File: src/include/core_consts.svh
`ifndef CORE_CONSTS_SVH
`define CORE_CONSTS_SVH

// datapath widths
`define WORD_W      32
`define REG_ADDR_W  4
`define NUM_REGS    16
`define IMM_W       8
`define SHAMT_W     5

// instruction field positions
`define OP_HI       27
`define OP_LO       26
`define I_HI        25
`define I_LO        25
`define CMD_HI      24
`define CMD_LO      21
`define RN_HI       19
`define RN_LO       16
`define RD_HI       15
`define RD_LO       12
`define SHAMT_HI    11
`define SHAMT_LO    7
`define SH_HI       6
`define SH_LO       5
`define RM_HI       3
`define RM_LO       0
`define IMM_HI      7
`define IMM_LO      0

// op field value for data processing
`define OP_DP       2'b00

`endif
File: src/hdl/pipe_pkg.sv
`include "core_consts.svh"

package pipe_pkg;

    // data word through the datapath
    typedef logic [`WORD_W-1:0] word_t;

    // register file index
    typedef logic [`REG_ADDR_W-1:0] reg_addr_t;

    // decoded alu operation
    typedef enum logic [2:0] {
        alu_and    = 3'd0,
        alu_eor    = 3'd1,
        alu_sub    = 3'd2,
        alu_add    = 3'd3,
        alu_orr    = 3'd4,
        alu_pass_b = 3'd5
    } alu_op_t;

    // four-phase handshake on the instruction port
    typedef enum logic {
        wait_req = 1'b0,
        hold_ack = 1'b1
    } issue_state_t;

endpackage

File: src/hdl/isa_pkg.sv
`include "core_consts.svh"

package isa_pkg;

    // full instruction word as handed in on the port
    typedef logic [`WORD_W-1:0] instr_word_t;

    // command field, only the supported codes are named
    typedef enum logic [3:0] {
        cmd_and = 4'b0000,
        cmd_eor = 4'b0001,
        cmd_sub = 4'b0010,
        cmd_add = 4'b0100,
        cmd_orr = 4'b1100,
        cmd_mov = 4'b1101
    } dp_cmd_t;

    // shift kind field, bits 6:5
    typedef enum logic [1:0] {
        sh_lsl = 2'b00,
        sh_lsr = 2'b01,
        sh_asr = 2'b10,
        sh_ror = 2'b11
    } shift_kind_t;

    // immediate shift amount, bits 11:7
    typedef logic [`SHAMT_W-1:0] shamt_t;

    // low byte immediate, bits 7:0
    typedef logic [`IMM_W-1:0] imm8_t;

endpackage

File: src/hdl/dp_core.sv
`timescale 1ns/100ps

module dp_core
    import isa_pkg::*;
    import pipe_pkg::*;
(
    input  logic        clk,
    input  logic        reset,
    input  logic        instr_req,
    input  instr_word_t instr,
    output logic        instr_ack,
    output logic        wb_valid,
    output reg_addr_t   wb_reg,
    output word_t       wb_data
);

    // decode stage
    instr_word_t instr_d;
    logic        valid_d;
    reg_addr_t   rn_addr;
    reg_addr_t   rm_addr;
    reg_addr_t   rd_addr;
    alu_op_t     alu_op;
    logic        use_imm;
    word_t       imm_word;
    shift_kind_t shift_kind;
    shamt_t      shamt;
    logic        writes_reg;
    word_t       rn_data;
    word_t       rm_data;

    issue_port issue_port_i (
        .clk       (clk),
        .reset     (reset),
        .instr_req (instr_req),
        .instr     (instr),
        .instr_ack (instr_ack),
        .instr_d   (instr_d),
        .valid_d   (valid_d)
    );

    instr_decoder instr_decoder_i (
        .instr_d    (instr_d),
        .valid_d    (valid_d),
        .rn_addr    (rn_addr),
        .rm_addr    (rm_addr),
        .rd_addr    (rd_addr),
        .alu_op     (alu_op),
        .use_imm    (use_imm),
        .imm_word   (imm_word),
        .shift_kind (shift_kind),
        .shamt      (shamt),
        .writes_reg (writes_reg)
    );

    // result port doubles as the write port
    reg_file reg_file_i (
        .clk      (clk),
        .reset    (reset),
        .rn_addr  (rn_addr),
        .rm_addr  (rm_addr),
        .rn_data  (rn_data),
        .rm_data  (rm_data),
        .wb_valid (wb_valid),
        .wb_reg   (wb_reg),
        .wb_data  (wb_data)
    );

    execute_stage execute_stage_i (
        .clk        (clk),
        .reset      (reset),
        .writes_reg (writes_reg),
        .alu_op     (alu_op),
        .use_imm    (use_imm),
        .imm_word   (imm_word),
        .shift_kind (shift_kind),
        .shamt      (shamt),
        .rd_addr    (rd_addr),
        .rn_data    (rn_data),
        .rm_data    (rm_data),
        .wb_valid   (wb_valid),
        .wb_reg     (wb_reg),
        .wb_data    (wb_data)
    );

endmodule

File: src/hdl/execute_stage.sv
`timescale 1ns/100ps

module execute_stage
    import isa_pkg::*;
    import pipe_pkg::*;
(
    input  logic        clk,
    input  logic        reset,
    input  logic        writes_reg,
    input  alu_op_t     alu_op,
    input  logic        use_imm,
    input  word_t       imm_word,
    input  shift_kind_t shift_kind,
    input  shamt_t      shamt,
    input  reg_addr_t   rd_addr,
    input  word_t       rn_data,
    input  word_t       rm_data,
    output logic        wb_valid,
    output reg_addr_t   wb_reg,
    output word_t       wb_data
);

    logic        ex_valid;
    alu_op_t     ex_op;
    logic        ex_use_imm;
    word_t       ex_imm;
    shift_kind_t ex_kind;
    shamt_t      ex_shamt;
    reg_addr_t   ex_rd;
    word_t       ex_rn;
    word_t       ex_rm;

    word_t       rm_shifted;
    word_t       op_b;
    word_t       alu_result;

    ////////////////////////////////////////////////////////////
    // execute register

    always_ff @(posedge clk or posedge reset) begin
        if (reset) begin
            ex_valid <= 1'b0;
        end else begin
            ex_valid <= writes_reg;
        end
    end

    always_ff @(posedge clk) begin
        ex_op      <= alu_op;
        ex_use_imm <= use_imm;
        ex_imm     <= imm_word;
        ex_kind    <= shift_kind;
        ex_shamt   <= shamt;
        ex_rd      <= rd_addr;
        ex_rn      <= rn_data;
        ex_rm      <= rm_data;
    end

    ////////////////////////////////////////////////////////////
    // operand b and alu

    barrel_shifter barrel_shifter_i (
        .operand    (ex_rm),
        .shift_kind (ex_kind),
        .shamt      (ex_shamt),
        .shifted    (rm_shifted)
    );

    assign op_b = ex_use_imm ? ex_imm : rm_shifted;

    always_comb begin
        case (ex_op)
            alu_and: alu_result = ex_rn & op_b;
            alu_eor: alu_result = ex_rn ^ op_b;
            alu_sub: alu_result = ex_rn - op_b;
            alu_add: alu_result = ex_rn + op_b;
            alu_orr: alu_result = ex_rn | op_b;
            // mov
            default: alu_result = op_b;
        endcase
    end

    ////////////////////////////////////////////////////////////
    // result register, also the write port

    always_ff @(posedge clk or posedge reset) begin
        if (reset) begin
            wb_valid <= 1'b0;
        end else begin
            wb_valid <= ex_valid;
        end
    end

    always_ff @(posedge clk) begin
        wb_reg  <= ex_rd;
        wb_data <= alu_result;
    end

endmodule

File: src/hdl/barrel_shifter.sv
`timescale 1ns/100ps

`include "core_consts.svh"

module barrel_shifter
    import isa_pkg::*;
    import pipe_pkg::*;
(
    input  word_t       operand,
    input  shift_kind_t shift_kind,
    input  shamt_t      shamt,
    output word_t       shifted
);

    logic [2*`WORD_W-1:0] rot_pair;
    word_t                rotated;
    word_t                arith;

    // rotate by shifting a doubled copy, low half is the result
    assign rot_pair = {operand, operand} >> shamt;
    assign rotated  = rot_pair[`WORD_W-1:0];

    // sign bit fills from the left
    assign arith = $signed(operand) >>> shamt;

    ////////////////////////////////////////////////////////////
    // kind select

    always_comb begin
        case (shift_kind)
            sh_lsl: begin
                shifted = operand << shamt;
            end
            sh_lsr: begin
                shifted = operand >> shamt;
            end
            sh_asr: begin
                shifted = arith;
            end
            default: begin
                // ror, amount 0 leaves the operand as is
                shifted = rotated;
            end
        endcase
    end

endmodule

File: src/hdl/reg_file.sv
`timescale 1ns/100ps

`include "core_consts.svh"

module reg_file
    import pipe_pkg::*;
(
    input  logic      clk,
    input  logic      reset,
    input  reg_addr_t rn_addr,
    input  reg_addr_t rm_addr,
    output word_t     rn_data,
    output word_t     rm_data,
    input  logic      wb_valid,
    input  reg_addr_t wb_reg,
    input  word_t     wb_data
);

    word_t regs [`NUM_REGS];

    always_ff @(posedge clk or posedge reset) begin
        if (reset) begin
            for (int i = 0; i < `NUM_REGS; i++) begin
                regs[i] <= '0;
            end
        end else if (wb_valid) begin
            regs[wb_reg] <= wb_data;
        end
    end

    // write-through bypass, a same-cycle write wins over the stored word
    assign rn_data = (wb_valid && (wb_reg == rn_addr)) ? wb_data : regs[rn_addr];
    assign rm_data = (wb_valid && (wb_reg == rm_addr)) ? wb_data : regs[rm_addr];

endmodule

File: src/hdl/instr_decoder.sv
`timescale 1ns/100ps

`include "core_consts.svh"

module instr_decoder
    import isa_pkg::*;
    import pipe_pkg::*;
(
    input  instr_word_t instr_d,
    input  logic        valid_d,
    output reg_addr_t   rn_addr,
    output reg_addr_t   rm_addr,
    output reg_addr_t   rd_addr,
    output alu_op_t     alu_op,
    output logic        use_imm,
    output word_t       imm_word,
    output shift_kind_t shift_kind,
    output shamt_t      shamt,
    output logic        writes_reg
);

    logic [1:0] op;
    dp_cmd_t    cmd;
    imm8_t      imm8;
    logic       cmd_known;

    // field extraction
    assign op      = instr_d[`OP_HI:`OP_LO];
    assign cmd     = dp_cmd_t'(instr_d[`CMD_HI:`CMD_LO]);
    assign imm8    = instr_d[`IMM_HI:`IMM_LO];
    assign rn_addr = instr_d[`RN_HI:`RN_LO];
    assign rd_addr = instr_d[`RD_HI:`RD_LO];
    assign rm_addr = instr_d[`RM_HI:`RM_LO];
    assign use_imm = instr_d[`I_HI];

    // shift fields, ignored by execute when use_imm is set
    assign shift_kind = shift_kind_t'(instr_d[`SH_HI:`SH_LO]);
    assign shamt      = instr_d[`SHAMT_HI:`SHAMT_LO];

    // zero-extended byte immediate
    assign imm_word = {{(`WORD_W - `IMM_W){1'b0}}, imm8};

    ////////////////////////////////////////////////////////////
    // command to alu operation

    always_comb begin
        cmd_known = 1'b1;
        case (cmd)
            cmd_and: alu_op = alu_and;
            cmd_eor: alu_op = alu_eor;
            cmd_sub: alu_op = alu_sub;
            cmd_add: alu_op = alu_add;
            cmd_orr: alu_op = alu_orr;
            cmd_mov: alu_op = alu_pass_b;
            default: begin
                // anything else becomes a no-op
                alu_op    = alu_pass_b;
                cmd_known = 1'b0;
            end
        endcase
    end

    // only valid data-processing words with a known command write back
    assign writes_reg = valid_d && (op == `OP_DP) && cmd_known;

endmodule

File: src/hdl/issue_port.sv
`timescale 1ns/100ps

module issue_port
    import isa_pkg::*;
    import pipe_pkg::*;
(
    input  logic        clk,
    input  logic        reset,
    input  logic        instr_req,
    input  instr_word_t instr,
    output logic        instr_ack,
    output instr_word_t instr_d,
    output logic        valid_d
);

    issue_state_t state;
    logic         capture;

    // req seen while idle, take the word on this edge
    assign capture = (state == wait_req) && instr_req;

    ////////////////////////////////////////////////////////////
    // handshake FSM

    always_ff @(posedge clk or posedge reset) begin
        if (reset) begin
            state   <= wait_req;
            valid_d <= 1'b0;
        end else begin
            valid_d <= capture;
            case (state)
                wait_req: begin
                    if (instr_req) begin
                        state <= hold_ack;
                    end
                end
                hold_ack: begin
                    // release once the requester drops req
                    if (!instr_req) begin
                        state <= wait_req;
                    end
                end
                default: state <= wait_req;
            endcase
        end
    end

    assign instr_ack = (state == hold_ack);

    ////////////////////////////////////////////////////////////
    // decode-stage instruction register

    always_ff @(posedge clk) begin
        if (capture) begin
            instr_d <= instr;
        end
    end

endmodule

File: config.mk
export PLATFORM = sky130hd
export DESIGN_NAME = dp_core
export DESIGN_NICKNAME = d
export VERILOG_FILES = /design/src/hdl/pipe_pkg.sv /design/src/hdl/isa_pkg.sv /design/src/hdl/dp_core.sv /design/src/hdl/execute_stage.sv /design/src/hdl/barrel_shifter.sv /design/src/hdl/reg_file.sv /design/src/hdl/instr_decoder.sv /design/src/hdl/issue_port.sv
export VERILOG_INCLUDE_DIRS = /design/src /design/src/include
export SDC_FILE = /design/constraint.sdc
export NUM_CORES = 2
export LEC_CHECK = 0
export BUFFER_PORTS_ARGS = -buffer_cell sky130_fd_sc_hd__buf_2
export CAP_MARGIN = 10
export CORE_ASPECT_RATIO = 1.4
export CORE_UTILIZATION = 50
export CTS_BUF_LIST = sky130_fd_sc_hd__clkbuf_4 sky130_fd_sc_hd__clkbuf_8 sky130_fd_sc_hd__clkbuf_16
export DETAILED_ROUTE_END_ITERATION = 12
export PLACE_DENSITY = 0.66
export RECOVER_POWER = 100
export SKIP_CTS_REPAIR_TIMING = 1
export SLEW_MARGIN = 25
export SYNTH_ARGS = -nofsm -noshare
export SYNTH_HDL_FRONTEND = slang
export SYNTH_SLANG_ARGS = --single-unit
File: constraint.sdc
create_clock -name clk -period 15.6 [get_ports clk]
set_input_delay 0 -clock clk [delete_from_list [all_inputs] [get_ports clk]]
set_output_delay 0 -clock clk [all_outputs]
set_load 0.05 [all_outputs]
== After elaboration in Yosys (flattened, before gate mapping) ==
Cells that the tools add are included.

* Word-level logic and storage cells: 89
* Input bits: 35
* Register bits: 667

* Muxes and demuxes: 17
* Shift operators: 4
* Add/sub/neg operators: 2
* $lt $le $gt $ge: 4
* Bitwise logic cells: 7
* Reduce and logical (&&, ||, !) cells: 11
* Equality and inequality tests: 13

{| class="wikitable"
|+ Operator list
! operator !! count
|-
| $bwmux 512 || 1
|-
| $bmux 32 s4 || 2
|-
| $mux 32 || 8
|-
| $pmux 32 s5 || 1
|-
| $demux 32 s4 || 1
|-
| $pmux 32 s3 || 1
|-
| $shr 64x5->32 || 1
|-
| $add 32x32->32 || 1
|-
| $and 32x32->32 || 1
|-
| $or 32x32->32 || 1
|-
| $shl 32x5->32 || 1
|-
| $shr 32x5->32 || 1
|-
| $sshr 32x5->32 || 1
|-
| $sub 32x32->32 || 1
|-
| $xor 32x32->32 || 1
|-
| $ge 5x5->1 const B || 3
|-
| $not 4->5 || 3
|-
| $pmux 3 s5 || 1
|-
| $eq 4x4->1 || 2
|-
| $eq 4x4->1 const B || 2
|-
| $eq 3x2->1 const B || 2
|-
| $logic_and 1x1->1 || 6
|-
| $reduce_or 6->1 || 1
|-
| $lt 5x1->1 const B || 1
|-
| other kinds (12) || 14
|}

== Depth between registers and ports, before layout ==
* Word-level depth: 6
* Gate-level depth with buffers: 28
* Mapped depth without buffers: 23

== Hierarchy ==
From an unflattened synthesis, not the netlist that was laid out.

* Cell total of the unflattened synthesis: 3472
* Area total of the unflattened synthesis: 42011.5 um^2

{| class="wikitable"
|+ Modules (own cells, without submodules)
! module !! sequential area each (um^2) !! times used !! area an instance (um^2) !! cells an instance
|-
| reg_file || 12812.3 || 1 || 27301.2 || 1757
|-
| execute_stage || 2992.9 || 1 || 8187.9 || 898
|-
| barrel_shifter || 0.0 || 1 || 5013.6 || 716
|-
| issue_port || 1011.0 || 1 || 1028.5 || 36
|-
| instr_decoder || 0.0 || 1 || 480.5 || 65
|}

== Worst setup path after synthesis ==
No wires, ideal clock.

* Path type: register to register
* Start: register execute_stage_i.ex_shamt[1]
* End: register execute_stage_i.wb_data[31]
* Setup time: 0.062 ns
* Setup slack: 10.288 ns
* Data arrival time: 5.251 ns
* Cell stages (with the launch flop): 23
* Clock period less this slack: 5.312 ns
* Path through: dfxtp_1 > buf_6 > buf_6 > mux4_1 > mux4_2 > a22o_1 > a21oi_2 > ha_1 > nor4b_1 > and3_1 > a21oi_1 > xnor2_1 > ha_1 > a21oi_1 > o211ai_1 > a21oi_1 > a21oi_1 > o221ai_1 > o31ai_1 > o41ai_1 > nor3b_1 > mux2i_1 > nand3_1

* Longest elaborated chain between the ends: 5

{| class="wikitable"
|+ RTL lines
! item !! line !! source
|-
| start, declared || execute_stage.sv:28 || <nowiki>shamt_t ex_shamt;</nowiki>
|-
| start signal, assigned || execute_stage.sv:53 || <nowiki>ex_shamt <= shamt;</nowiki>
|-
| $shr 64x5->32 (tied with other cells) || barrel_shifter.sv:20 || <nowiki>assign rot_pair = {operand, operand} >> shamt;</nowiki>
|-
| $pmux 32 s3 (*) || barrel_shifter.sv:30 || <nowiki>case (shift_kind)</nowiki>
|-
| $mux 32 (*) || execute_stage.sv:69 || <nowiki>assign op_b = ex_use_imm ? ex_imm : rm_shifted;</nowiki>
|-
| $add 32x32->32 (tied with other cells) || execute_stage.sv:76 || <nowiki>alu_add: alu_result = ex_rn + op_b;</nowiki>
|-
| $pmux 32 s5 (*) || execute_stage.sv:72 || <nowiki>case (ex_op)</nowiki>
|-
| via execute_stage_i.alu_result[31] || execute_stage.sv:35 || <nowiki>word_t alu_result;</nowiki>
|-
| end signal, assigned || execute_stage.sv:96 || <nowiki>wb_data <= alu_result;</nowiki>
|-
| end, declared || execute_stage.sv:20 || <nowiki>output word_t wb_data</nowiki>
|}

The timed path passes the listed nets; every way through them passes the cells marked *.
A chain may end at the register's enable or synchronous reset.

== Worst setup path in the final report ==
* Start: register issue_port_i.instr_d[1]
* End: register execute_stage_i.ex_rm[20]

* Longest elaborated chain between the ends: 5

{| class="wikitable"
|+ RTL lines
! item !! line !! source
|-
| start, declared || issue_port.sv:12 || <nowiki>output instr_word_t instr_d,</nowiki>
|-
| start signal, assigned || issue_port.sv:55 || <nowiki>instr_d <= instr;</nowiki>
|-
| $not 4->5 (implied by the code) || reg_file.sv:33 || <nowiki>assign rm_data = (wb_valid && (wb_reg == rm_addr)) ? wb_data : regs[rm_addr];</nowiki>
|-
| $bmux 32 s4 || reg_file.sv:33 ||
|-
| $mux 32 (implied by the code) (2 in series) || reg_file.sv:33 ||
|-
| $mux 32 (*) || reg_file.sv:33 ||
|-
| via execute_stage_i.rm_data[20] || execute_stage.sv:17 || <nowiki>input word_t rm_data,</nowiki>
|-
| end signal, assigned || execute_stage.sv:56 || <nowiki>ex_rm <= rm_data;</nowiki>
|-
| end, declared || execute_stage.sv:31 || <nowiki>word_t ex_rm;</nowiki>
|}

The timed path passes the listed nets; every way through them passes the cells marked *. The select of a mux whose other input is x is not followed.

==> results_dict.tcl <==
set metrics [dict create \
    slew_viol_final 1150 \
    syn_area_mm2 0.04191 \
    p_leak_nw 19.88 \
    cp_max_fo 130 \
    gp_congestion 1.063 \
    regMostFlops "reg_file_i.regs" \
    grt-ovfl-total 0 \
    cts_sinks 663 \
    synth_flop_cell "dfrtp_1" \
    async_flop_share 0.7783 \
    r2r_end "execute_stage_i.ex_rm[20]" \
    grt-busiest-layer "met2" \
    r2r_slack_ns 5.12 \
    arrival_ns 10.91 \
    die_y_um 344.6 \
    wl_per_cell_um 31.87 \
    finalPower_mw 4.060 \
    synth_nets 3434 \
    reg2reg_from "issue_port_i.instr_d[1]" \
    area_growth_pct 8.285 \
    ys_ff_latch 663 \
    use_met2 0.5454 \
    start_kind "flip-flop" \
    syn-mean-instance-area_um2 12.71 \
    crit_required_ns 16.04 \
    clk_path_buf_depth 3 \
    max_freq_ghz 0.09546 \
    drc_errors 0 \
    synth.distinct_cells 99 \
    crit_end "execute_stage_i.ex_rm[20]" \
    max_cap_viol_count 28 \
    yosysWarnings 0 \
    port_buffers 67 \
    drive_gt1_frac 0.3789 \
    cts_root_buf "clkbuf_16" \
    dieArea_mm2 0.08499 \
    cts_tree "done" \
    cp-end-kind "flip-flop" \
    synth-seq-area-share 0.3848 \
    grt_max_degree 197 \
    grt_setup_unrepaired "no" \
    num_antenna_cells 0 \
    ios 73 \
    numCtsBuffers 68 \
    path_clk_slew_ns 0.06 \
    grt_pass1_vias 30840 \
    die_w_um 246.7 \
    power.density_mw_per_mm2 89.47 \
    nFillCells 6854 \
    nNetsFinal 3372 \
    period_share 0.6715 \
    met3_usage 0.05275 \
    coreArea_mm2 0.08305 \
    start_util 0.5046 \
    status "finished with violations" \
    r2r_cells 6 \
    synth-edff-count 27 \
    synth_most_common_cell "mux2_2" \
    ys_top_cells_by_area "dfrtp_1 31%, mux4_2 21%, mux2_2 16%, dfxtp_1 5.7%, ha_1 3.0%" \
    viasPerCell 6.905 \
    worst-setup-path-type "flip-flop to flip-flop" \
    layout_min_cycle_time_ns 10.48 \
    grt_usage 0.3310 \
    fin_skew_ns 0.02035 \
    cp-startpoint "issue_port_i.instr_d[1]" \
    use_met1 0.4096 \
    cts.htree.levels 3 \
    hold_violations 0 \
    drt-initial-drc-count 2670 \
    worst_skew_pair.late_latency_ns 0.62 \
    worstMarginPinSlew_ns 9.242 \
    dp_hpwl_um 88780 \
    vias 30140 \
    synth_top_area_share 0.3081 \
    finalSetupViolCount 0 \
    final.setup.tns_ns 0 \
    drtPass1Iterations 5 \
    synth_top_cell_by_area "dfrtp_1" \
    syn_inst 3297 \
    ant_nets 0 \
    relSlewSlack -5.161 \
    ir_drop_uv 86.44 \
    failed_checks "max-capacitance violations, max-slew violations" \
    grt_pass1_wl_um 205700 \
    antenna_found_initial 3 \
    routed_wl_um 139100 \
    largest_reg_flops 512 \
    row_count 125 \
    synth_common_cells "610 x mux2_2, 516 x dfrtp_1, 382 x mux4_2" \
    hold_class "input port to flip-flop" \
]
layout make-up:
class	instances	area [um2]	share of cell area
Clock buffer	100	2022	0.04456
Clock inverter	21	205.2	0.004522
Inverter	114	429.2	0.009457
Multi-Input combinational cell	2206	24030	0.5294
Sequential cell	663	16140	0.3556
Tap cell	1079	1350	0.02975
Timing Repair Buffer	182	1209	0.02663
per-layer routing:
layer,share of wire,vias to the layer above,routed length [um]
met5,0.00019,-,27
met4,0.068,4,9492
met3,0.068,448,9392
met2,0.49,1387,68430
met1,0.37,15840,51780
li1,-,12470,-
where the power goes:
part	leakage, nW	switching (mW)	total, mW	internal, mW
registers	8.41	0.0951	1.88	1.78
clock network	1.13	0.686	1.64	0.954
logic	10.3	0.326	0.543	0.217
worst min-delay path by stage:
stage	slack, ns	depth (start not counted)	end	startpoint
after floorplan	0.03	0	issue_port_i.instr_ack	instr_req
after global placement	0.13	1	issue_port_i.instr_ack	instr_req
after detailed placement	0.13	1	issue_port_i.instr_ack	instr_req
after CTS	-0.53	1	issue_port_i.instr_ack	instr_req
after global routing	0.08	2	issue_port_i.instr_ack	instr_req
final	0.07	2	issue_port_i.instr_ack	instr_req
critical path, stage by stage (launching register included):
cell,delay (ns)
edfxtp_1,0.33
clkbuf_1,6.35
xnor2_1,0.39
nand2_1,0.13
nor4_1,0.21
clkbuf_1,2.23
mux2_1,0.53
stage by stage:
stage	utilization	cells	cell area, um2	setup slack, ns	hold slack, ns
3_5_place_dp	0.5184	4214	43060	7.589	0.1310
2_1_floorplan	-	3297	41910	1.187	0.03143
6_report	0.5464	4365	45380	5.124	0.07000
3_3_place_gp	0.5180	4210	43020	7.564	0.1274
4_1_cts	0.5453	4335	45280	7.526	-0.5270
5_1_grt	0.5464	4365	45380	4.997	0.08418
layout by cell type (no fill, tap or decap), types with 16 or more instances in the layout:
cell           count
buf_2             29
clkbuf_1          65
ha_1             101
a21o_1            18
nand3_1           28
nor3_1            22
mux2i_1           82
clkbuf_4          21
mux2_2           590
nand2_1          134
inv_1            109
buf_4             52
a21oi_1          145
a22oi_1           36
dfxtp_1          115
dfrtp_1          516
a31oi_1           18
mux2_1            20
o21ai_0           57
dlygate4sd3_1     29
xor2_1            16
xnor2_1           47
o211ai_1          17
mux4_2           382
nor2b_1           17
nand2b_1          25
nor2_1           132
o31ai_1           20
o22ai_1           48
edfxtp_1          27
clkbuf_16         69
cell families (layout without fill, tap and decap cells):
kind of cell	count (synthesis)	in the layout	share of synthesized area
AO/OA/AOI/OAI	496	496	0.08025
multiplexers	1083	1083	0.3939
adder cells (fa/ha/maj)	102	102	0.03063
AND/OR/NAND/NOR	462	462	0.05344
XOR/XNOR	63	63	0.01317
flip-flops	663	663	0.3848
buffers and inverters	428	417	0.04383
No activity file was read; power rests on OpenSTA's default activity.
